`src/mpu_pkg.sv`:
```
`default_nettype none

package mpu_pkg;

  ////////////////////
  // Widths
  ////////////////////

  parameter int ADDR_W = 32;
  parameter int DATA_W = 32;

  ////////////////////
  // Enums
  ////////////////////

  // Access kind as seen by the PMP
  typedef enum logic [1:0] {
    PMP_ACC_EXEC  = 2'b00,
    PMP_ACC_READ  = 2'b01,
    PMP_ACC_WRITE = 2'b10
  } pmp_acc_e;

  // RISC-V privilege encodings, only U and M exist here
  typedef enum logic [1:0] {
    PRIV_U = 2'b00,
    PRIV_M = 2'b11
  } privlvl_e;

  // A field of pmpcfg, NA4 (2'b10) not supported
  typedef enum logic [1:0] {
    PMP_OFF   = 2'b00,
    PMP_TOR   = 2'b01,
    PMP_NAPOT = 2'b11
  } pmp_mode_e;

  // Error consuming FSM
  typedef enum logic [2:0] {
    MPU_IDLE,
    MPU_RE_ERR_WAIT,
    MPU_WR_ERR_WAIT,
    MPU_RE_ERR_RESP,
    MPU_WR_ERR_RESP
  } mpu_state_e;

  // Status returned with every core response
  typedef enum logic [1:0] {
    MPU_OK       = 2'b00,
    MPU_RE_FAULT = 2'b01,
    MPU_WR_FAULT = 2'b10
  } mpu_status_e;

  ////////////////////
  // PMA region map
  ////////////////////

  parameter int PMA_NUM_REGIONS = 3;

  // Index 0 RAM, index 1 I/O, index 2 ROM
  parameter logic [PMA_NUM_REGIONS-1:0][ADDR_W-1:0] PMA_BASE =
    {32'h2000_0000, 32'h1000_0000, 32'h0000_0000};

  // Address bits that must equal the base
  parameter logic [PMA_NUM_REGIONS-1:0][ADDR_W-1:0] PMA_MASK =
    {32'hFFFF_0000, 32'hFFFF_F000, 32'hFFFF_0000};

  parameter logic [PMA_NUM_REGIONS-1:0] PMA_MAIN       = 3'b101;
  parameter logic [PMA_NUM_REGIONS-1:0] PMA_BUFFERABLE = 3'b011;
  parameter logic [PMA_NUM_REGIONS-1:0] PMA_CACHEABLE  = 3'b101;

endpackage

`default_nettype wire

```
`src/mpu_check_if.sv`:
```
`timescale 1ns/100ps
`default_nettype none

interface mpu_check_if #(
  parameter int PMP_NUM_REGIONS = 4
);

  // Request side, driven from the control module
  logic [mpu_pkg::ADDR_W-1:0] addr;
  mpu_pkg::pmp_acc_e          acc;
  logic                       misaligned;
  mpu_pkg::privlvl_e          priv_lvl;

  // Results from the two checkers
  logic                       pma_err;
  logic                       pmp_err;
  logic                       bufferable;
  logic                       cacheable;

  modport ctrl (
    output addr, acc, misaligned, priv_lvl,
    input  pma_err, pmp_err, bufferable, cacheable
  );

  modport pma (
    input  addr, acc, misaligned,
    output pma_err, bufferable, cacheable
  );

  modport pmp (
    input  addr, acc, priv_lvl,
    output pmp_err
  );

endinterface

`default_nettype wire

```
`src/mpu_pma_check.sv`:
```
`timescale 1ns/100ps
`default_nettype none

module mpu_pma_check (
  mpu_check_if.pma chk
);

  // ROM entry of the map, write protected
  localparam int ROM_REGION = 2;

  logic [mpu_pkg::PMA_NUM_REGIONS-1:0] region_hit;
  logic                                hit;
  logic                                hit_main;
  logic                                hit_buf;
  logic                                hit_cache;
  logic                                hit_rom;

  // Compare address against each fixed region
  for (genvar i = 0; i < mpu_pkg::PMA_NUM_REGIONS; i++) begin : g_hit
    assign region_hit[i] =
      (chk.addr & mpu_pkg::PMA_MASK[i]) == mpu_pkg::PMA_BASE[i];
  end

  // Lowest index wins, regions do not overlap anyway
  always_comb begin
    hit       = 1'b0;
    hit_main  = 1'b0;
    hit_buf   = 1'b0;
    hit_cache = 1'b0;
    hit_rom   = 1'b0;
    for (int i = mpu_pkg::PMA_NUM_REGIONS - 1; i >= 0; i--) begin
      if (region_hit[i]) begin
        hit       = 1'b1;
        hit_main  = mpu_pkg::PMA_MAIN[i];
        hit_buf   = mpu_pkg::PMA_BUFFERABLE[i];
        hit_cache = mpu_pkg::PMA_CACHEABLE[i];
        hit_rom   = (i == ROM_REGION);
      end
    end
  end

  ////////////////////
  // Results
  ////////////////////

  // Unmapped, misaligned to I/O or write to ROM
  assign chk.pma_err = !hit ||
                       (chk.misaligned && !hit_main) ||
                       (hit_rom && (chk.acc == mpu_pkg::PMP_ACC_WRITE));

  // Zero on a miss since all hit_* stay low
  assign chk.bufferable = hit_buf;
  assign chk.cacheable  = hit_cache;

endmodule

`default_nettype wire

```
`src/mpu_pmp_check.sv`:
```
`timescale 1ns/100ps
`default_nettype none

module mpu_pmp_check #(
  parameter int PMP_NUM_REGIONS = 4
) (
  mpu_check_if.pmp                                 chk,
  input  wire logic [8*PMP_NUM_REGIONS-1:0]        pmp_cfg_i,
  input  wire logic [32*PMP_NUM_REGIONS-1:0]       pmp_addr_i
);

  // Request address on the 34-bit physical scale
  logic [33:0]                req_addr;
  logic [PMP_NUM_REGIONS-1:0] region_match;
  logic [PMP_NUM_REGIONS-1:0] region_perm;
  logic [PMP_NUM_REGIONS-1:0] region_lock;
  logic                       hit;
  logic                       hit_perm;
  logic                       hit_lock;

  assign req_addr = {2'b00, chk.addr};

  ////////////////////
  // Per region match
  ////////////////////

  for (genvar i = 0; i < PMP_NUM_REGIONS; i++) begin : g_region
    logic [7:0]          cfg;
    mpu_pkg::pmp_mode_e  mode;
    logic [31:0]         addr_cur;
    logic [31:0]         addr_prev;
    logic [31:0]         napot_mask;
    logic                tor_match;
    logic                napot_match;

    // Config byte L..A.X.W.R
    assign cfg      = pmp_cfg_i[8*i +: 8];
    assign mode     = mpu_pkg::pmp_mode_e'(cfg[4:3]);
    assign addr_cur = pmp_addr_i[32*i +: 32];

    // TOR lower bound comes from the region below, region 0 starts at zero
    if (i == 0) begin : g_first
      assign addr_prev = '0;
    end else begin : g_next
      assign addr_prev = pmp_addr_i[32*(i-1) +: 32];
    end

    assign tor_match = ({addr_prev, 2'b00} <= req_addr) &&
                       (req_addr < {addr_cur, 2'b00});

    // Trailing ones plus the first zero are don't-care bits
    assign napot_mask  = ~(addr_cur ^ (addr_cur + 32'd1));
    assign napot_match = ((req_addr[33:2] ^ addr_cur) & napot_mask) == '0;

    // NA4 encoding never matches
    assign region_match[i] = ((mode == mpu_pkg::PMP_TOR) && tor_match) ||
                             ((mode == mpu_pkg::PMP_NAPOT) && napot_match);

    assign region_perm[i] = (chk.acc == mpu_pkg::PMP_ACC_READ)  ? cfg[0] :
                            (chk.acc == mpu_pkg::PMP_ACC_WRITE) ? cfg[1] :
                                                                  cfg[2];
    assign region_lock[i] = cfg[7];
  end

  // Lowest numbered match decides
  always_comb begin
    hit      = 1'b0;
    hit_perm = 1'b0;
    hit_lock = 1'b0;
    for (int i = PMP_NUM_REGIONS - 1; i >= 0; i--) begin
      if (region_match[i]) begin
        hit      = 1'b1;
        hit_perm = region_perm[i];
        hit_lock = region_lock[i];
      end
    end
  end

  ////////////////////
  // Permission check
  ////////////////////

  // M mode only checked against locked regions, U mode needs a permitting match
  assign chk.pmp_err = (chk.priv_lvl == mpu_pkg::PRIV_M) ? (hit && hit_lock && !hit_perm) :
                                                           (!hit || !hit_perm);

endmodule

`default_nettype wire

```
`src/mpu_txn_tracker.sv`:
```
`timescale 1ns/100ps
`default_nettype none

module mpu_txn_tracker (
  input  wire logic clk,
  input  wire logic rst_n,
  input  wire logic bus_req_xfer_i,
  input  wire logic bus_resp_valid_i,
  output logic      one_txn_pend_n_o
);

  // Up to three transactions in flight
  logic [1:0] cnt_q;
  logic [1:0] cnt_n;

  ////////////////////
  // Count update
  ////////////////////

  // Request and response in the same cycle cancel out
  assign cnt_n = cnt_q + {1'b0, bus_req_xfer_i} - {1'b0, bus_resp_valid_i};

  always_ff @(posedge clk, negedge rst_n) begin
    if (!rst_n) begin
      cnt_q <= 2'd0;
    end else begin
      cnt_q <= cnt_n;
    end
  end

  // Nothing left outstanding after this cycle
  // so a consumed error transaction is the only one pending
  assign one_txn_pend_n_o = (cnt_n == 2'd0);

endmodule

`default_nettype wire

```
`src/mpu_ctrl.sv`:
```
`timescale 1ns/100ps
`default_nettype none

module mpu_ctrl #(
  parameter bit IF_STAGE        = 1'b0,
  parameter int PMP_NUM_REGIONS = 4
) (
  input  wire logic                          clk,
  input  wire logic                          rst_n,
  // Core request
  input  wire logic                          core_trans_valid_i,
  output logic                               core_trans_ready_o,
  input  wire logic [mpu_pkg::ADDR_W-1:0]    core_trans_addr_i,
  input  wire logic                          core_trans_we_i,
  input  wire logic [mpu_pkg::DATA_W-1:0]    core_trans_wdata_i,
  input  wire logic                          misaligned_access_i,
  input  wire mpu_pkg::privlvl_e             priv_lvl_i,
  // PMP CSR contents
  input  wire logic [8*PMP_NUM_REGIONS-1:0]  pmp_cfg_i,
  input  wire logic [32*PMP_NUM_REGIONS-1:0] pmp_addr_i,
  // Bus request
  input  wire logic                          bus_trans_ready_i,
  output logic                               bus_trans_valid_o,
  output logic [mpu_pkg::ADDR_W-1:0]         bus_trans_addr_o,
  output logic                               bus_trans_we_o,
  output logic [mpu_pkg::DATA_W-1:0]         bus_trans_wdata_o,
  output logic [1:0]                         bus_trans_memtype_o,
  // Bus response
  input  wire logic                          bus_resp_valid_i,
  input  wire logic [mpu_pkg::DATA_W-1:0]    bus_resp_rdata_i,
  input  wire logic                          bus_resp_err_i,
  // Core response
  output logic                               core_resp_valid_o,
  output logic [mpu_pkg::DATA_W-1:0]         core_resp_rdata_o,
  output logic                               core_resp_err_o,
  output mpu_pkg::mpu_status_e               core_resp_status_o,
  // From the tracker
  input  wire logic                          one_txn_pend_n_i
);

  mpu_pkg::mpu_state_e  state_q;
  mpu_pkg::mpu_state_e  state_n;
  mpu_pkg::mpu_status_e mpu_status;
  mpu_pkg::pmp_acc_e    acc;
  logic                 trans_we;
  logic                 mpu_err;
  logic                 block_core;
  logic                 block_bus;
  logic                 err_resp_valid;
  logic                 err_trans_ready;

  ////////////////////
  // Checkers
  ////////////////////

  mpu_check_if #(.PMP_NUM_REGIONS(PMP_NUM_REGIONS)) chk_if ();

  assign chk_if.addr       = core_trans_addr_i;
  assign chk_if.acc        = acc;
  assign chk_if.misaligned = misaligned_access_i;
  assign chk_if.priv_lvl   = priv_lvl_i;

  mpu_pma_check pma_i (
    .chk (chk_if.pma)
  );

  mpu_pmp_check #(.PMP_NUM_REGIONS(PMP_NUM_REGIONS)) pmp_i (
    .chk        (chk_if.pmp),
    .pmp_cfg_i  (pmp_cfg_i),
    .pmp_addr_i (pmp_addr_i)
  );

  assign mpu_err = chk_if.pma_err || chk_if.pmp_err;

  // Fetch side never writes
  if (IF_STAGE) begin : g_if
    assign trans_we = 1'b0;
    assign acc      = mpu_pkg::PMP_ACC_EXEC;
  end else begin : g_lsu
    assign trans_we = core_trans_we_i;
    assign acc      = core_trans_we_i ? mpu_pkg::PMP_ACC_WRITE : mpu_pkg::PMP_ACC_READ;
  end

  ////////////////////
  // Error FSM
  ////////////////////

  always_comb begin
    state_n         = state_q;
    mpu_status      = mpu_pkg::MPU_OK;
    block_core      = 1'b0;
    block_bus       = 1'b0;
    err_resp_valid  = 1'b0;
    err_trans_ready = 1'b0;
    case (state_q)
      mpu_pkg::MPU_IDLE: begin
        if (mpu_err && core_trans_valid_i) begin
          // Consume the request, keep it off the bus
          block_bus       = 1'b1;
          err_trans_ready = 1'b1;
          if (trans_we) begin
            state_n = one_txn_pend_n_i ? mpu_pkg::MPU_WR_ERR_RESP : mpu_pkg::MPU_WR_ERR_WAIT;
          end else begin
            state_n = one_txn_pend_n_i ? mpu_pkg::MPU_RE_ERR_RESP : mpu_pkg::MPU_RE_ERR_WAIT;
          end
        end
      end
      mpu_pkg::MPU_RE_ERR_WAIT, mpu_pkg::MPU_WR_ERR_WAIT: begin
        // Drain in flight transactions
        block_bus  = 1'b1;
        block_core = 1'b1;
        if (one_txn_pend_n_i) begin
          state_n = (state_q == mpu_pkg::MPU_RE_ERR_WAIT) ? mpu_pkg::MPU_RE_ERR_RESP :
                                                            mpu_pkg::MPU_WR_ERR_RESP;
        end
      end
      mpu_pkg::MPU_RE_ERR_RESP, mpu_pkg::MPU_WR_ERR_RESP: begin
        block_bus      = 1'b1;
        block_core     = 1'b1;
        err_resp_valid = 1'b1;
        mpu_status     = (state_q == mpu_pkg::MPU_RE_ERR_RESP) ? mpu_pkg::MPU_RE_FAULT :
                                                                 mpu_pkg::MPU_WR_FAULT;
        // Core always takes the response
        state_n        = mpu_pkg::MPU_IDLE;
      end
      default: begin
        state_n = mpu_pkg::MPU_IDLE;
      end
    endcase
  end

  always_ff @(posedge clk, negedge rst_n) begin
    if (!rst_n) begin
      state_q <= mpu_pkg::MPU_IDLE;
    end else begin
      state_q <= state_n;
    end
  end

  ////////////////////
  // Forwarding
  ////////////////////

  assign bus_trans_valid_o   = core_trans_valid_i && !block_bus;
  assign bus_trans_addr_o    = core_trans_addr_i;
  assign bus_trans_we_o      = trans_we;
  assign bus_trans_wdata_o   = core_trans_wdata_i;
  // Bit 1 cacheable, bit 0 bufferable
  assign bus_trans_memtype_o = {chk_if.cacheable, chk_if.bufferable};

  assign core_trans_ready_o  = (bus_trans_ready_i && !block_core) || err_trans_ready;

  assign core_resp_valid_o   = bus_resp_valid_i || err_resp_valid;
  assign core_resp_rdata_o   = bus_resp_rdata_i;
  assign core_resp_err_o     = bus_resp_err_i;
  assign core_resp_status_o  = mpu_status;

endmodule

`default_nettype wire

```
`src/mpu_top.sv`:
```
`timescale 1ns/100ps
`default_nettype none

module mpu_top #(
  parameter bit IF_STAGE        = 1'b0,
  parameter int PMP_NUM_REGIONS = 4
) (
  input  wire logic                          clk,
  input  wire logic                          rst_n,
  // Core request
  input  wire logic                          core_trans_valid_i,
  output logic                               core_trans_ready_o,
  input  wire logic [mpu_pkg::ADDR_W-1:0]    core_trans_addr_i,
  input  wire logic                          core_trans_we_i,
  input  wire logic [mpu_pkg::DATA_W-1:0]    core_trans_wdata_i,
  input  wire logic                          misaligned_access_i,
  input  wire mpu_pkg::privlvl_e             priv_lvl_i,
  // PMP CSR contents
  input  wire logic [8*PMP_NUM_REGIONS-1:0]  pmp_cfg_i,
  input  wire logic [32*PMP_NUM_REGIONS-1:0] pmp_addr_i,
  // Bus side
  input  wire logic                          bus_trans_ready_i,
  output logic                               bus_trans_valid_o,
  output logic [mpu_pkg::ADDR_W-1:0]         bus_trans_addr_o,
  output logic                               bus_trans_we_o,
  output logic [mpu_pkg::DATA_W-1:0]         bus_trans_wdata_o,
  output logic [1:0]                         bus_trans_memtype_o,
  input  wire logic                          bus_resp_valid_i,
  input  wire logic [mpu_pkg::DATA_W-1:0]    bus_resp_rdata_i,
  input  wire logic                          bus_resp_err_i,
  // Core response
  output logic                               core_resp_valid_o,
  output logic [mpu_pkg::DATA_W-1:0]         core_resp_rdata_o,
  output logic                               core_resp_err_o,
  output mpu_pkg::mpu_status_e               core_resp_status_o
);

  logic bus_req_xfer;
  logic one_txn_pend_n;

  // Request accepted by the bus this cycle
  assign bus_req_xfer = bus_trans_valid_o && bus_trans_ready_i;

  mpu_ctrl #(
    .IF_STAGE        (IF_STAGE),
    .PMP_NUM_REGIONS (PMP_NUM_REGIONS)
  ) ctrl_i (
    .clk                 (clk),
    .rst_n               (rst_n),
    .core_trans_valid_i  (core_trans_valid_i),
    .core_trans_ready_o  (core_trans_ready_o),
    .core_trans_addr_i   (core_trans_addr_i),
    .core_trans_we_i     (core_trans_we_i),
    .core_trans_wdata_i  (core_trans_wdata_i),
    .misaligned_access_i (misaligned_access_i),
    .priv_lvl_i          (priv_lvl_i),
    .pmp_cfg_i           (pmp_cfg_i),
    .pmp_addr_i          (pmp_addr_i),
    .bus_trans_ready_i   (bus_trans_ready_i),
    .bus_trans_valid_o   (bus_trans_valid_o),
    .bus_trans_addr_o    (bus_trans_addr_o),
    .bus_trans_we_o      (bus_trans_we_o),
    .bus_trans_wdata_o   (bus_trans_wdata_o),
    .bus_trans_memtype_o (bus_trans_memtype_o),
    .bus_resp_valid_i    (bus_resp_valid_i),
    .bus_resp_rdata_i    (bus_resp_rdata_i),
    .bus_resp_err_i      (bus_resp_err_i),
    .core_resp_valid_o   (core_resp_valid_o),
    .core_resp_rdata_o   (core_resp_rdata_o),
    .core_resp_err_o     (core_resp_err_o),
    .core_resp_status_o  (core_resp_status_o),
    .one_txn_pend_n_i    (one_txn_pend_n)
  );

  // Outstanding bus transaction count
  mpu_txn_tracker tracker_i (
    .clk              (clk),
    .rst_n            (rst_n),
    .bus_req_xfer_i   (bus_req_xfer),
    .bus_resp_valid_i (bus_resp_valid_i),
    .one_txn_pend_n_o (one_txn_pend_n)
  );

endmodule

`default_nettype wire

```
`config.mk`:
```
export PLATFORM = sky130hd
export DESIGN_NAME = mpu_top
export DESIGN_NICKNAME = d
export VERILOG_FILES = /design/src/mpu_pkg.sv /design/src/mpu_check_if.sv /design/src/mpu_pma_check.sv /design/src/mpu_pmp_check.sv /design/src/mpu_txn_tracker.sv /design/src/mpu_ctrl.sv /design/src/mpu_top.sv
export SDC_FILE = /design/constraint.sdc
export NUM_CORES = 1
export LEC_CHECK = 0
export ABC_CLOCK_PERIOD_IN_PS = 5400
export BUFFER_PORTS_ARGS = -buffer_cell sky130_fd_sc_hd__buf_2
export CORE_AREA = 2 2 144 146
export CTS_CLUSTER_SIZE = 8
export DETAILED_ROUTE_END_ITERATION = 10
export DIE_AREA = 0 0 146 148
export HOLD_SLACK_MARGIN = 0.02
export MAX_ROUTING_LAYER = met4
export SETUP_SLACK_MARGIN = 0.02
export SYNTH_ARGS = -nofsm -noshare
export SYNTH_HDL_FRONTEND = slang
export SYNTH_SLANG_ARGS = --single-unit
```
`constraint.sdc`:
```
create_clock -name clk -period 5.4 [get_ports clk]
set_input_delay 0.54 -clock clk [delete_from_list [all_inputs] [get_ports clk]]
set_output_delay 0.54 -clock clk [all_outputs]
set_load 0.005 [all_outputs]
```
==> results of run 1 <==
[through the flow]
| stage | instance area (um^2) | worst slack (ns) | hold WS [ns] |
|---|---|---|---|
| floorplan | 6130 | 1.18 | 0.244 |
| global placement | 6960 | 0.288 | 0.358 |
| detailed placement | 6960 | 0.200 | 0.359 |
| CTS | 7030 | 0.418 | 0.117 |
| global route | 7050 | 0.0725 | 0.121 |
[metal layers]
layer and GRT usage:
met4 0.0723, met5 -, met3 0.0401, met1 0.282, met2 0.353
[logic make-up after synthesis]
group,share of synthesized area
fa+ha+maj,0.257
flops,0.0204
buf+inv,0.173
simple gates,0.289
compound gates,0.241
mux,0.0102
xor+xnor,0.00858
==> run summary, run 1 <==
Halt Stage -> detailed routing (5_2_route)
Most instantiated cells after synthesis -> ha_1, buf_4, inv_1, a21oi_1, nand2_1
Max Buffers Root-to-Sink -> 2
Post-cts resize count -> 0
CTS Root Cell -> clkbuf_16
Cells after DPL -> 1274
Count leader, synth -> ha_1
Syn Area/Cell -> 7.08 um^2
Global-route usage over all layers -> 0.221
Hold Buf Count CTS -> 0
Estimated wirelength of the detail-placed design -> 21600 um
Dominant synthesized flop cell -> dfrtp_1
Total gr overflow -> 0
Area of the mapped netlist -> 0.00613 mm^2
Die Width -> 146 um
H-tree depth -> 1
Synth Register Bits -> 5
# port buffers -> 228
Tool Error -> [ERROR DRT-0255] Maze Route cannot find path of net clk in worker of routeBox ( 96600 0 ) ( 146000 48300 ).
Cell variety after synth -> 72
Total number of yosys warnings -> 0
Total CTS buffers -> 3
Pin count of the biggest net entering global routing -> 13
Sequential-to-total area share from yosys stat -> 0.0204
Top cell type's share of synthesized area -> 0.257
Core Rows -> 52
Clock sinks -> 5
Die Ht -> 148 um
Vias in the first global route -> 6783
EDFF count, synth -> 0
Outcome -> aborted with a tool error
Routability cong. -> 0.970
Synth area leaders -> ha_1, buf_4, a21oi_1, nand4_1, inv_1
Initial Util -> 0.306
I/O Pins -> 371
First-pass GRT wire length -> 36900 um
Initial antenna violation count -> 8
Syn nets -> 1257
Cells after Synth -> 865
Fraction of registers with async set/reset -> 1.00
Setup Buffers After CTS -> 0
Yosys top cell by area -> ha_1
==> inputs of run 2 (changes only) <==
CORE_AREA = unset   (was 2 2 144 146)
CORE_UTILIZATION = 20   (was unset)
CTS_CLUSTER_SIZE = unset   (was 8)
DIE_AREA = unset   (was 0 0 146 148)
HOLD_SLACK_MARGIN = unset   (was 0.02)
MAX_ROUTING_LAYER = unset   (was met4)
PLACE_DENSITY_LB_ADDON = 0.15   (was unset)
SETUP_SLACK_MARGIN = unset   (was 0.02)
==> run 2 against run 1 <==
  * The flow now finishes without violations
  * Global-route usage is 4.2 points lower
  * Synthesized cell count stayed put
  * Synthesized area stayed put
==> run summary, run 2 <==
Outcome -> complete, no violations (was aborted with a tool error)
Initial Util -> 0.205 (was 0.306)
Setup Viol. Count Final -> 0
CP max-delay cell -> a2111o_1
Post-route DRC -> 0
Routed len/inst -> 19.8 um
Most common cell after layout, fill and taps aside -> buf_2
Vias per inst -> 5.03
EDFF count, synth -> 0 (unchanged)
Synth area leaders -> ha_1, buf_4, a21oi_1, nand4_1, inv_1 (unchanged)
DRT Pass-1 Iters -> 5
Sequential-to-total area share from yosys stat -> 0.0204 (unchanged)
Hold Path Class -> primary input to async pin
Die Ht -> 177 um (was 148 um)
Clock sinks -> 5 (unchanged)
Fin crit share -> 0.922
Synth Register Bits -> 5 (unchanged)
I/O Pins -> 371 (unchanged)
Final core utilization -> 0.253
Pin count of the biggest net entering global routing -> 13 (unchanged)
Max-cap viol count -> 0
Fraction of registers with async set/reset -> 1.00 (unchanged)
Core Rows -> 63 (was 52)
Initial antenna violation count -> 4 (was 8)
H-tree depth -> 1 (unchanged)
Vias in the first global route -> 7057 (was 6783)
# port buffers -> 228 (unchanged)
Largest delay contributor family on the critical path -> compound AO/OA/AOI/OAI gates
P_leak -> 3.61 nW
Top flop regs -> ctrl_i.state_q (3), tracker_i.cnt_q (2)
Max Buffers Root-to-Sink -> 2 (unchanged)
Setup TNS -> 0 ns
Dominant synthesized flop cell -> dfrtp_1 (unchanged)
CTS tree -> yes
Rel. slew slack -> 0.553
Worst vdd ir -> 94.1 uV
Critical Path AT -> 5.15 ns
Syn Area/Cell -> 7.08 um^2 (unchanged)
DRT iter0 DRCs -> 343
Largest fanout on the critical path -> 4
WP data required -> 5.57 ns
Critical Path Max Stage Delay -> 0.39 ns
Slew Limit Fails -> 0
Total number of yosys warnings -> 0 (unchanged)
Min cycle time layout -> 4.98 ns
Post-route antenna net violation count -> 0
Cell variety after synth -> 72 (unchanged)
CTS Root Cell -> clkbuf_16 (unchanged)
Area of the mapped netlist -> 0.00613 mm^2 (unchanged)
Most used cell, CP -> buf_4
Critical Path, Cell by Cell -> buf_2 -> inv_1 -> ha_1 -> nand4_1 -> nor4_1 -> buf_4 -> buf_4 -> a222oi_1 -> a41oi_1 -> o21ai_0 -> buf_4 -> nor3b_1 -> buf_4 -> a21o_1 -> a2111o_1 -> o211a_2 -> o22ai_1 -> ha_1 -> xnor2_1 -> xnor2_1 -> nor2_1 -> mux2_2 -> nor3_1 -> a21o_1
Fmax -> 201 MHz
Clock-pin slew on the worst setup and hold paths -> 0.03 ns
Core ar. -> 0.0299 mm^2
Pwr dens -> 116 mW/mm^2
Worst Path Buf+Inv -> 6
Yosys top cell by area -> ha_1 (unchanged)
RSZ-0062 raised after global routing -> no
Final Hold Viols -> 0
Element type at the critical path end -> flop
Most flop-heavy register -> ctrl_i.state_q
Worst-Margin Slew -> 0.665 ns
Die Width -> 177 um (was 146 um)
Estimated wirelength of the detail-placed design -> 25900 um (was 21600 um)
Top cell type's share of synthesized area -> 0.257 (unchanged)
Global-route usage over all layers -> 0.178 (was 0.221)
Synthesis-to-layout area growth -> 23.6%
Final Instance Count excl. Fillers -> 1449
Commonest cells after routing, fill and taps aside -> buf_2, ha_1, inv_1
Share of post-route cells with drive strength above 1 -> 0.300
Total gr overflow -> 0 (unchanged)
Setup crit start kind -> primary input
Insertion delay to the later sink of the worst-skew pair -> 0.23 ns
Clock Skews -> 0.00280 ns
Cells after Synth -> 865 (unchanged)
Count leader, synth -> ha_1 (unchanged)
Syn nets -> 1257 (unchanged)
Routability cong. -> 0.868 (was 0.970)
Cells after DPL -> 1443 (was 1274)
Worst Setup Path Type -> primary input to flop
Die area -> 0.0313 mm^2
Via count -> 7286
# nets final -> 1450
Final wirelength -> 28600 um
Max FFs per register -> 3
Total CTS buffers -> 3 (unchanged)
First-pass GRT wire length -> 42300 um (was 36900 um)
Most instantiated cells after synthesis -> ha_1, buf_4, inv_1, a21oi_1, nand2_1 (unchanged)
## run 2: cell counts after synthesis
Identical to the previous run, type by type.
## run 2: worst paths after layout
kind,cells after the start,end,slack (ns),startpoint
worst max-delay path,24,ctrl_i.state_q[1]$_DFFE_PN0P_,0.42,core_trans_addr_i[23]
worst min-delay path,1,ctrl_i.state_q[0]$_DFFE_PN0P_,0.11,rst_n
worst max register to register,11,ctrl_i.state_q[1]$_DFFE_PN0P_,2.49,ctrl_i.state_q[0]$_DFFE_PN0P_
worst min register to register,2,tracker_i.cnt_q[1]$_DFF_PN0_,0.61,tracker_i.cnt_q[1]$_DFF_PN0_
max in group asynchronous,1,tracker_i.cnt_q[0]$_DFF_PN0_,5.15,rst_n
min in group clk,2,tracker_i.cnt_q[1]$_DFF_PN0_,0.61,tracker_i.cnt_q[1]$_DFF_PN0_
## run 2: metrics by stage
stage               power, mW  instance area (um^2)  hold WS [ns]  setup slack, ns
finish                  0.882                  7570         0.115            0.421
global route            0.977                  7560         0.123           0.0183
CTS                     0.884                  7550         0.116            0.257
detailed placement      0.754                  7470         0.360           0.0501
global placement        0.758                  7470         0.361           0.0514
floorplan               0.498                  6130         0.244             1.18
## run 2: cells by family (layout without fill, tap and decap cells)
kind of cell             after synthesis  count (layout)  share of synthesized area
AND/OR/NAND/NOR                      312             312                      0.289
AO/OA/AOI/OAI                        228             228                      0.241
buffers and inverters                182             374                      0.173
adder cells (fa/ha/maj)              126             126                      0.257
XOR/XNOR                               6               6                    0.00858
multiplexers                           6               6                     0.0102
flip-flops                             5               5                     0.0204
other                                  0               2                          0
## run 2: cell type report
cell class,count,area [um^2]
Antenna cell,2,5.00
Clock buffer,4,78.8
Fill cell,3394,22300
Inverter,76,285
Multi-Input combinational cell,678,4950
Sequential cell,5,125
Tap cell,390,488
Timing Repair Buffer,294,1640
## run 2: worst reg2reg max path: cells and delay by family (launching register included)
family	cells	cell delay, ns
AOI/OAI and AO/OA	2	0.32
adders and majority gates	1	0.20
and+or+nand+nor	5	1.25
muxes	1	0.39
xor gates and xnor gates	2	0.27
DFF	1	0.43
## run 2: per-layer routing
| metal | GRT usage | part of all wire | vias to the layer above |
|---|---|---|---|
| met2 | 0.302 | 0.46 | 233 |
| met1 | 0.243 | 0.47 | 3392 |
| met5 | 0 | 0.00087 | - |
| met3 | 0.0217 | 0.053 | 30 |
| li1 | - | - | 3627 |
| met4 | 0.0298 | 0.016 | 4 |
## run 2: what timing repair did
| action | in CTS | in global routing |
|---|---|---|
| setup endpoints to repair | 0 | 2 |
| hold buffers | 0 | 0 |
| gates resized for setup | 0 | 3 |
| setup buffers | 0 | 0 |
| hold endpoints to repair | 0 | 0 |
## run 2: power breakdown
group | switching [mW] | internal (mW)
clock network | 0.0273 | 0.0981
logic | 0.371 | 0.306
registers | 0.0233 | 0.0559
(Power assumes the default switching activity.)
==> inputs of run 3 (changes only) <==
SYNTH_HIERARCHICAL = 1   (was unset)
==> run 3 against run 2 <==
  * Via count shrank 0.92%
  * Design area fell by 0.56%
  * Critical path type unchanged
  * Critical endpoint is now ctrl_i/state_q[2]$_DFFE_PN0P_
  * First-iteration DRC count is 7.0% lower
==> run summary, run 3 <==
Area of the mapped netlist -> 0.00610 mm^2 (was 0.00613 mm^2)
Syn nets -> 1230 (was 1257)
DRT iter0 DRCs -> 319 (was 343)
Element type at the critical path end -> flop (unchanged)
Final Hold Viols -> 0 (unchanged)
Die area -> 0.0312 mm^2 (was 0.0313 mm^2)
Worst-Margin Slew -> 0.736 ns (was 0.665 ns)
# port buffers -> 232 (was 228)
Total number of yosys warnings -> 6 (was 0)
Max FFs per register -> 3 (unchanged)
Clock Skews -> 0.00330 ns (was 0.00280 ns)
Insertion delay to the later sink of the worst-skew pair -> 0.23 ns (about the same)
Hold Path Class -> primary input to async pin (unchanged)
Total CTS buffers -> 3 (unchanged)
Yosys top cell by area -> ha_1 (unchanged)
Power, Total -> 0.868 mW (was 0.882 mW)
Synthesis-to-layout area growth -> 23.5% (was 23.6%)
Die Width -> 177 um (about the same)
Most flop-heavy register -> ctrl_i/state_q (was ctrl_i.state_q)
Critical Path AT -> 5.14 ns (was 5.15 ns)
Most used cell, CP -> ha_1 (was buf_4)
Largest fanout on the critical path -> 4 (unchanged)
Max Buffers Root-to-Sink -> 2 (unchanged)
Fraction of registers with async set/reset -> 1.00 (unchanged)
CTS tree -> yes (unchanged)
Top flop regs -> ctrl_i/state_q (3), tracker_i/cnt_q (2) (was ctrl_i.state_q (3), tracker_i.cnt_q (2))
Synth Register Bits -> 5 (unchanged)
Worst Setup Path Type -> primary input to flop (unchanged)
EDFF count, synth -> 0 (unchanged)
Vias per inst -> 5.07 (was 5.03)
Post-route DRC -> 0 (unchanged)
Pin count of the biggest net entering global routing -> 17 (was 13)
Sequential-to-total area share from yosys stat -> 0.0205 (was 0.0204)
Initial Util -> 0.205 (about the same)
Cells after DPL -> 1418 (was 1443)
Cell variety after synth -> 72 (unchanged)
P_leak -> 3.71 nW (was 3.61 nW)
Pre-CTS setup slack -> 0.0744 ns (was 0.0501 ns)
Final Instance Area -> 0.00753 mm^2 (was 0.00757 mm^2)
Final core utilization -> 0.253 (about the same)
DRT Pass-1 Iters -> 5 (unchanged)
Min cycle time layout -> 5.03 ns (was 4.98 ns)
Worst vdd ir -> 117 uV (was 94.1 uV)
Setup Viol. Count Final -> 0 (unchanged)
Syn Area/Cell -> 7.27 um^2 (was 7.08 um^2)
Pwr dens -> 115 mW/mm^2 (was 116 mW/mm^2)
Placement Cell Area -> 0.00743 mm^2 (was 0.00747 mm^2)
First-pass GRT wire length -> 41400 um (was 42300 um)
Via count -> 7219 (was 7286)
Routed len/inst -> 19.5 um (was 19.8 um)
H-tree depth -> 1 (unchanged)
Most instantiated cells after synthesis -> ha_1, buf_4, a21oi_1, inv_1, nand4_1 (was ha_1, buf_4, inv_1, a21oi_1, nand2_1)
Post-route antenna net violation count -> 0 (unchanged)
Synth area leaders -> ha_1, buf_4, a21oi_1, nand4_1, a31oi_1 (was ha_1, buf_4, a21oi_1, nand4_1, inv_1)
Global-route usage over all layers -> 0.173 (was 0.178)
Count leader, synth -> ha_1 (unchanged)
Top cell type's share of synthesized area -> 0.259 (was 0.257)
I/O Pins -> 371 (unchanged)
Estimated wirelength of the detail-placed design -> 25400 um (was 25900 um)
Core Rows -> 63 (unchanged)
Hold Slack -> 0.127 ns (was 0.115 ns)
Routability cong. -> 0.867 (was 0.868)
Critical Path Max Stage Delay -> 0.62 ns (was 0.39 ns)
Clock-pin slew on the worst setup and hold paths -> 0.03 ns (about the same)
Worst Path Buf+Inv -> 3 (was 6)
WP data required -> 5.52 ns (was 5.57 ns)
Slew Limit Fails -> 0 (unchanged)
Fillers -> 3460 (was 3394)
Commonest cells after routing, fill and taps aside -> buf_2, ha_1, a21oi_1 (was buf_2, ha_1, inv_1)
Largest delay contributor family on the critical path -> compound AO/OA/AOI/OAI gates (unchanged)
Setup TNS -> 0 ns (unchanged)
Hold Buf Count CTS -> 0 (unchanged)
# nets final -> 1426 (was 1450)
CP max-delay cell -> or4bb_1 (was a2111o_1)
Total gr overflow -> 0 (unchanged)
Fin worst setup slack -> 0.375 ns (was 0.421 ns)
Most common cell after layout, fill and taps aside -> buf_2 (unchanged)
Clock sinks -> 5 (unchanged)
Die Ht -> 177 um (about the same)
Core ar. -> 0.0298 mm^2 (was 0.0299 mm^2)
RSZ-0062 raised after global routing -> no (unchanged)
Fin crit share -> 0.931 (was 0.922)
Cells after Synth -> 838 (was 865)
Setup crit start kind -> primary input (unchanged)
Outcome -> complete, no violations (unchanged)
Critical Path, Cell by Cell -> buf_2 -> inv_1 -> ha_1 -> a21oi_1 -> nand2_1 -> a221o_1 -> o31a_1 -> o21ai_0 -> or4bb_1 -> a21oi_1 -> mux2i_1 -> o31ai_1 -> buf_4 -> o21ai_1 -> o2bb2ai_1 -> and2_1 -> ha_1 -> xor3_1 -> nor2_2 -> ha_1 -> or4b_1 -> o32ai_1 (was buf_2 -> inv_1 -> ha_1 -> nand4_1 -> nor4_1 -> buf_4 -> buf_4 -> a222oi_1 -> a41oi_1 -> o21ai_0 -> buf_4 -> nor3b_1 -> buf_4 -> a21o_1 -> a2111o_1 -> o211a_2 -> o22ai_1 -> ha_1 -> xnor2_1 -> xnor2_1 -> nor2_1 -> mux2_2 -> nor3_1 -> a21o_1)
Share of post-route cells with drive strength above 1 -> 0.310 (was 0.300)
Max-cap viol count -> 0 (unchanged)
Dominant synthesized flop cell -> dfrtp_1 (unchanged)
Initial antenna violation count -> 3 (was 4)
Final Instance Count excl. Fillers -> 1424 (was 1449)
Vias in the first global route -> 6984 (was 7057)
Fmax -> 199 MHz (was 201 MHz)
Rel. slew slack -> 0.505 (was 0.553)
Final wirelength -> 27800 um (was 28600 um)
CTS Root Cell -> clkbuf_16 (unchanged)
[run 3: cell types whose count changed in the layout (fill, tap and decap cells not counted), sizes merged, moves of 4 or more]
| cell | delta |
|---|---|
| a2111oi | -4 |
| a21boi | -4 |
| a21o | +8 |
| a221o | +5 |
| a31oi | +16 |
| and3 | +8 |
| and4 | +6 |
| inv | -6 |
| nand2 | -28 |
| nand3 | -8 |
| o21ai | -13 |
| o221ai | +5 |
| o22ai | -4 |
[run 3: report_power, final]
part / total [mW] / internal [mW] / switching [mW] / leakage, nW
clock: 0.121 / 0.0978 / 0.0233 / 0.0382
combinational: 0.657 / 0.304 / 0.353 / 3.61
sequential: 0.0900 / 0.0569 / 0.0331 / 0.0618
total: 0.868 / 0.459 / 0.410 / 3.71
[run 3: kinds of logic after synthesis]
kind of cell	share of synthesized area
buf+inv	0.173
simple gates	0.280
mux	0.0119
xor+xnor	0.00965
fa+ha+maj	0.259
compound gates	0.246
flops	0.0205
[run 3: timing repair]
action | in CTS | in global routing
endpoints found under the setup margin | 0 | 1
buffers inserted | 0 | 1
gates resized for setup | 0 | 2
[run 3: layout make-up]
class,count,area [um^2],share of cell area
Multi-Input combinational cell,657,4920,0.654
Timing Repair Buffer,297,1650,0.219
Tap cell,390,488,0.0648
Inverter,70,263,0.0349
Sequential cell,5,125,0.0166
Clock buffer,4,78.8,0.0105
Antenna cell,1,2.50,0.000332
[run 3: routing by layer]
metal | GRT usage | routed length (um) | vias to the layer above
met3 | 0.0207 | 1710 | 34
li1 | - | - | 3585
met1 | 0.238 | 12900 | 3335
met5 | 0 | 27 | -
met2 | 0.292 | 12800 | 261
met4 | 0.0255 | 359 | 4
[run 3: path summary, 6_finish.rpt]
kind                                                from                       endpoint  slack (ns)  depth (start not counted)
setup reg to reg           ctrl_i/state_q[1]$_DFFE_PN0P_  ctrl_i/state_q[2]$_DFFE_PN0P_        2.81                          9
min in group clk            tracker_i/cnt_q[1]$_DFF_PN0_   tracker_i/cnt_q[1]$_DFF_PN0_        0.64                          1
setup / recovery                   core_trans_addr_i[16]  ctrl_i/state_q[2]$_DFFE_PN0P_        0.37                         22
hold reg to reg             tracker_i/cnt_q[1]$_DFF_PN0_   tracker_i/cnt_q[1]$_DFF_PN0_        0.64                          1
hold / removal                                     rst_n   tracker_i/cnt_q[1]$_DFF_PN0_        0.13                          1
max in group asynchronous                          rst_n  ctrl_i/state_q[1]$_DFFE_PN0P_        5.13                          1
[run 3: worst register-to-register path, cell delays in order (launching register included)]
cell and delay [ns]:
dfrtp_1 0.48, nor4b_1 0.35, o2bb2ai_1 0.17, and2_1 0.16, ha_1 0.16, xor3_1 0.25, nor2_2 0.17, ha_1 0.16
or4b_1 0.42, o32ai_1 0.15
==> inputs of run 4 (changes only) <==
CTS_BUF_LIST = sky130_fd_sc_hd__clkbuf_2 sky130_fd_sc_hd__clkbuf_4 sky130_fd_sc_hd__clkbuf_8   (was unset)
SYNTH_HIERARCHICAL = unset   (was 1)
TNS_END_PERCENT = 10   (was unset)
==> run 4 against run 3 <==
  * Core utilization about the same
  * Non-clock buffer count down 3
  * Sequential power down 11%
  * Largest cell class unchanged
  * Highest routed layer unchanged
==> run summary, run 4 (synthesis results as in run 2) <==
Estimated wirelength of the detail-placed design -> 25900 um (was 25400 um)
# port buffers -> 228 (was 232)
Largest delay contributor family on the critical path -> compound AO/OA/AOI/OAI gates (unchanged)
Total gr overflow -> 0 (unchanged)
RSZ-0062 raised after global routing -> no (unchanged)
Worst vdd ir -> 74.0 uV (was 117 uV)
Rel. slew slack -> 0.551 (was 0.505)
Worst Path Buf+Inv -> 6 (was 3)
Fmax -> 200 MHz (was 199 MHz)
Comb power frac -> 0.815 (was 0.757)
Outcome -> complete, no violations (unchanged)
First-pass GRT wire length -> 42300 um (was 41400 um)
Pwr dens -> 110 mW/mm^2 (was 115 mW/mm^2)
Setup crit start kind -> primary input (unchanged)
Synthesis-to-layout area growth -> 23.1% (was 23.5%)
CP max-delay cell -> a2111o_1 (was or4bb_1)
Hold Path Class -> primary input to async pin (unchanged)
Critical Path Max Stage Delay -> 0.40 ns (was 0.62 ns)
Global-route usage over all layers -> 0.178 (was 0.173)
Core Rows -> 63 (unchanged)
P_leak -> 3.60 nW (was 3.71 nW)
Setup TNS -> 0 ns (unchanged)
Sequential group share of total power -> 0.096 (was 0.104)
Element type at the critical path end -> flop (unchanged)
Internal power -> 0.418 mW (was 0.459 mW)
H-tree depth -> 1 (unchanged)
Final Hold Viols -> 0 (unchanged)
Die Width -> 177 um (about the same)
Setup Buffers After CTS -> 0 (unchanged)
DRT iter0 DRCs -> 386 (was 319)
I/O Pins -> 371 (unchanged)
# nets final -> 1450 (was 1426)
Critical Path Stages -> 24 (was 22)
Initial Util -> 0.205 (about the same)
Largest fanout on the critical path -> 4 (unchanged)
Slew Limit Fails -> 0 (unchanged)
Switch share -> 0.498 (was 0.472)
Most flop-heavy register -> ctrl_i.state_q (was ctrl_i/state_q)
Commonest cells after routing, fill and taps aside -> buf_2, ha_1, inv_1 (was buf_2, ha_1, a21oi_1)
Insertion delay to the later sink of the worst-skew pair -> 0.22 ns (was 0.23 ns)
Register-to-register setup slack -> 2.49 ns (was 2.81 ns)
Cells after DPL -> 1443 (was 1418)
CTS Root Cell -> clkbuf_8 (was clkbuf_16)
Max-cap viol count -> 0 (unchanged)
Final Instance Count excl. Fillers -> 1449 (was 1424)
Final core utilization -> 0.252 (was 0.253)
Top flop regs -> ctrl_i.state_q (3), tracker_i.cnt_q (2) (was ctrl_i/state_q (3), tracker_i/cnt_q (2))
Fin crit share -> 0.927 (was 0.931)
Via count -> 7271 (was 7219)
WP data required -> 5.56 ns (was 5.52 ns)
Worst flop-to-flop path endpoint -> ctrl_i.state_q[1]$_DFFE_PN0P_ (was ctrl_i/state_q[2]$_DFFE_PN0P_)
Vias in the first global route -> 7046 (was 6984)
Worst-Margin Slew -> 0.668 ns (was 0.736 ns)
Crit Reg-Reg Startpoint -> ctrl_i.state_q[0]$_DFFE_PN0P_ (was ctrl_i/state_q[1]$_DFFE_PN0P_)
Initial antenna violation count -> 4 (was 3)
Vias per inst -> 5.02 (was 5.07)
Fin worst setup slack -> 0.394 ns (was 0.375 ns)
Worst R2R Path Depth -> 11 (was 9)
Setup Viol. Count Final -> 0 (unchanged)
Most common cell after layout, fill and taps aside -> buf_2 (unchanged)
Sw Pwr -> 0.415 mW (was 0.410 mW)
Die area -> 0.0313 mm^2 (was 0.0312 mm^2)
Core ar. -> 0.0299 mm^2 (was 0.0298 mm^2)
Critical Path, Cell by Cell -> buf_2 -> inv_1 -> ha_1 -> nand4_1 -> nor4_1 -> buf_4 -> buf_4 -> a222oi_1 -> a41oi_1 -> o21ai_0 -> buf_4 -> nor3b_1 -> buf_4 -> a21o_1 -> a2111o_1 -> o211a_2 -> o22ai_1 -> ha_1 -> xnor2_1 -> xnor2_1 -> nor2_1 -> mux2_2 -> nor3_1 -> a21o_1 (was buf_2 -> inv_1 -> ha_1 -> a21oi_1 -> nand2_1 -> a221o_1 -> o31a_1 -> o21ai_0 -> or4bb_1 -> a21oi_1 -> mux2i_1 -> o31ai_1 -> buf_4 -> o21ai_1 -> o2bb2ai_1 -> and2_1 -> ha_1 -> xor3_1 -> nor2_2 -> ha_1 -> or4b_1 -> o32ai_1)
Routability cong. -> 0.868 (was 0.867)
Post-route DRC -> 0 (unchanged)
Routed len/inst -> 19.7 um (was 19.5 um)
Die Ht -> 177 um (about the same)
Max FFs per register -> 3 (unchanged)
Final Instance Area -> 0.00754 mm^2 (was 0.00753 mm^2)
Clock-pin slew on the worst setup and hold paths -> 0.04 ns (was 0.03 ns)
Total CTS buffers -> 3 (unchanged)
Placement Cell Area -> 0.00747 mm^2 (was 0.00743 mm^2)
Pin count of the biggest net entering global routing -> 13 (was 17)
Worst Setup Path Type -> primary input to flop (unchanged)
Clock Skews -> 0.00468 ns (was 0.00330 ns)
Power, Total -> 0.832 mW (was 0.868 mW)
Final wirelength -> 28600 um (was 27800 um)
Pre-CTS setup slack -> 0.0501 ns (was 0.0744 ns)
Critical Path AT -> 5.17 ns (was 5.14 ns)
Share of post-route cells with drive strength above 1 -> 0.301 (was 0.310)
CTS tree -> yes (unchanged)
Clock power share -> 0.089 (was 0.139)
Most used cell, CP -> buf_4 (was ha_1)
Max Buffers Root-to-Sink -> 2 (unchanged)
Min cycle time layout -> 5.01 ns (was 5.03 ns)
Hold Slack -> 0.127 ns (about the same)
Clock sinks -> 5 (unchanged)
DRT Pass-1 Iters -> 5 (unchanged)
Post-route antenna net violation count -> 0 (unchanged)
run 4: timing repair:
action / CTS / global route
endpoints found under the setup margin: 0 / 2
gates resized for setup: 0 / 3
hold buffers: 0 / 0
run 4: cell type report:
cell class	instances	area, um^2
inverters	76	285
flip-flops and latches	5	125
diodes	2	5.00
fillers	3395	22300
repair buffers	294	1640
well taps	390	488
clock buffers	4	48.8
multi-input cells	678	4950
run 4: power groups by stage:
| stage | logic, mW | clock network (mW) | registers [mW] |
|---|---|---|---|
| after CTS | 0.679 | 0.0751 | 0.0784 |
| final | 0.678 | 0.0740 | 0.0801 |
| after detailed placement | 0.675 | 0 | 0.0787 |
| after floorplan | 0.430 | 0 | 0.0681 |
| after global placement | 0.678 | 0 | 0.0800 |
| after global routing | 0.765 | 0.0777 | 0.0836 |
run 4: worst max-delay path by stage:
stage,start,end,slack [ns]
after floorplan,core_trans_addr_i[23],ctrl_i.state_q[1]$_DFFE_PN0P_,1.18
after global placement,pmp_addr_i[107],ctrl_i.state_q[1]$_DFFE_PN0P_,0.05
after detailed placement,pmp_addr_i[107],ctrl_i.state_q[1]$_DFFE_PN0P_,0.05
after CTS,pmp_addr_i[107],ctrl_i.state_q[1]$_DFFE_PN0P_,0.25
after global routing,pmp_addr_i[107],ctrl_i.state_q[1]$_DFFE_PN0P_,0.01
final,core_trans_addr_i[23],ctrl_i.state_q[1]$_DFFE_PN0P_,0.39
run 4: metal layers:
layer | vias to the layer above | wire, um | GRT usage
met3 | 26 | 1540 | 0.0210
met4 | 4 | 408 | 0.0277
met2 | 237 | 13200 | 0.301
met1 | 3378 | 13400 | 0.243
li1 | 3626 | - | -
met5 | - | 25 | 0
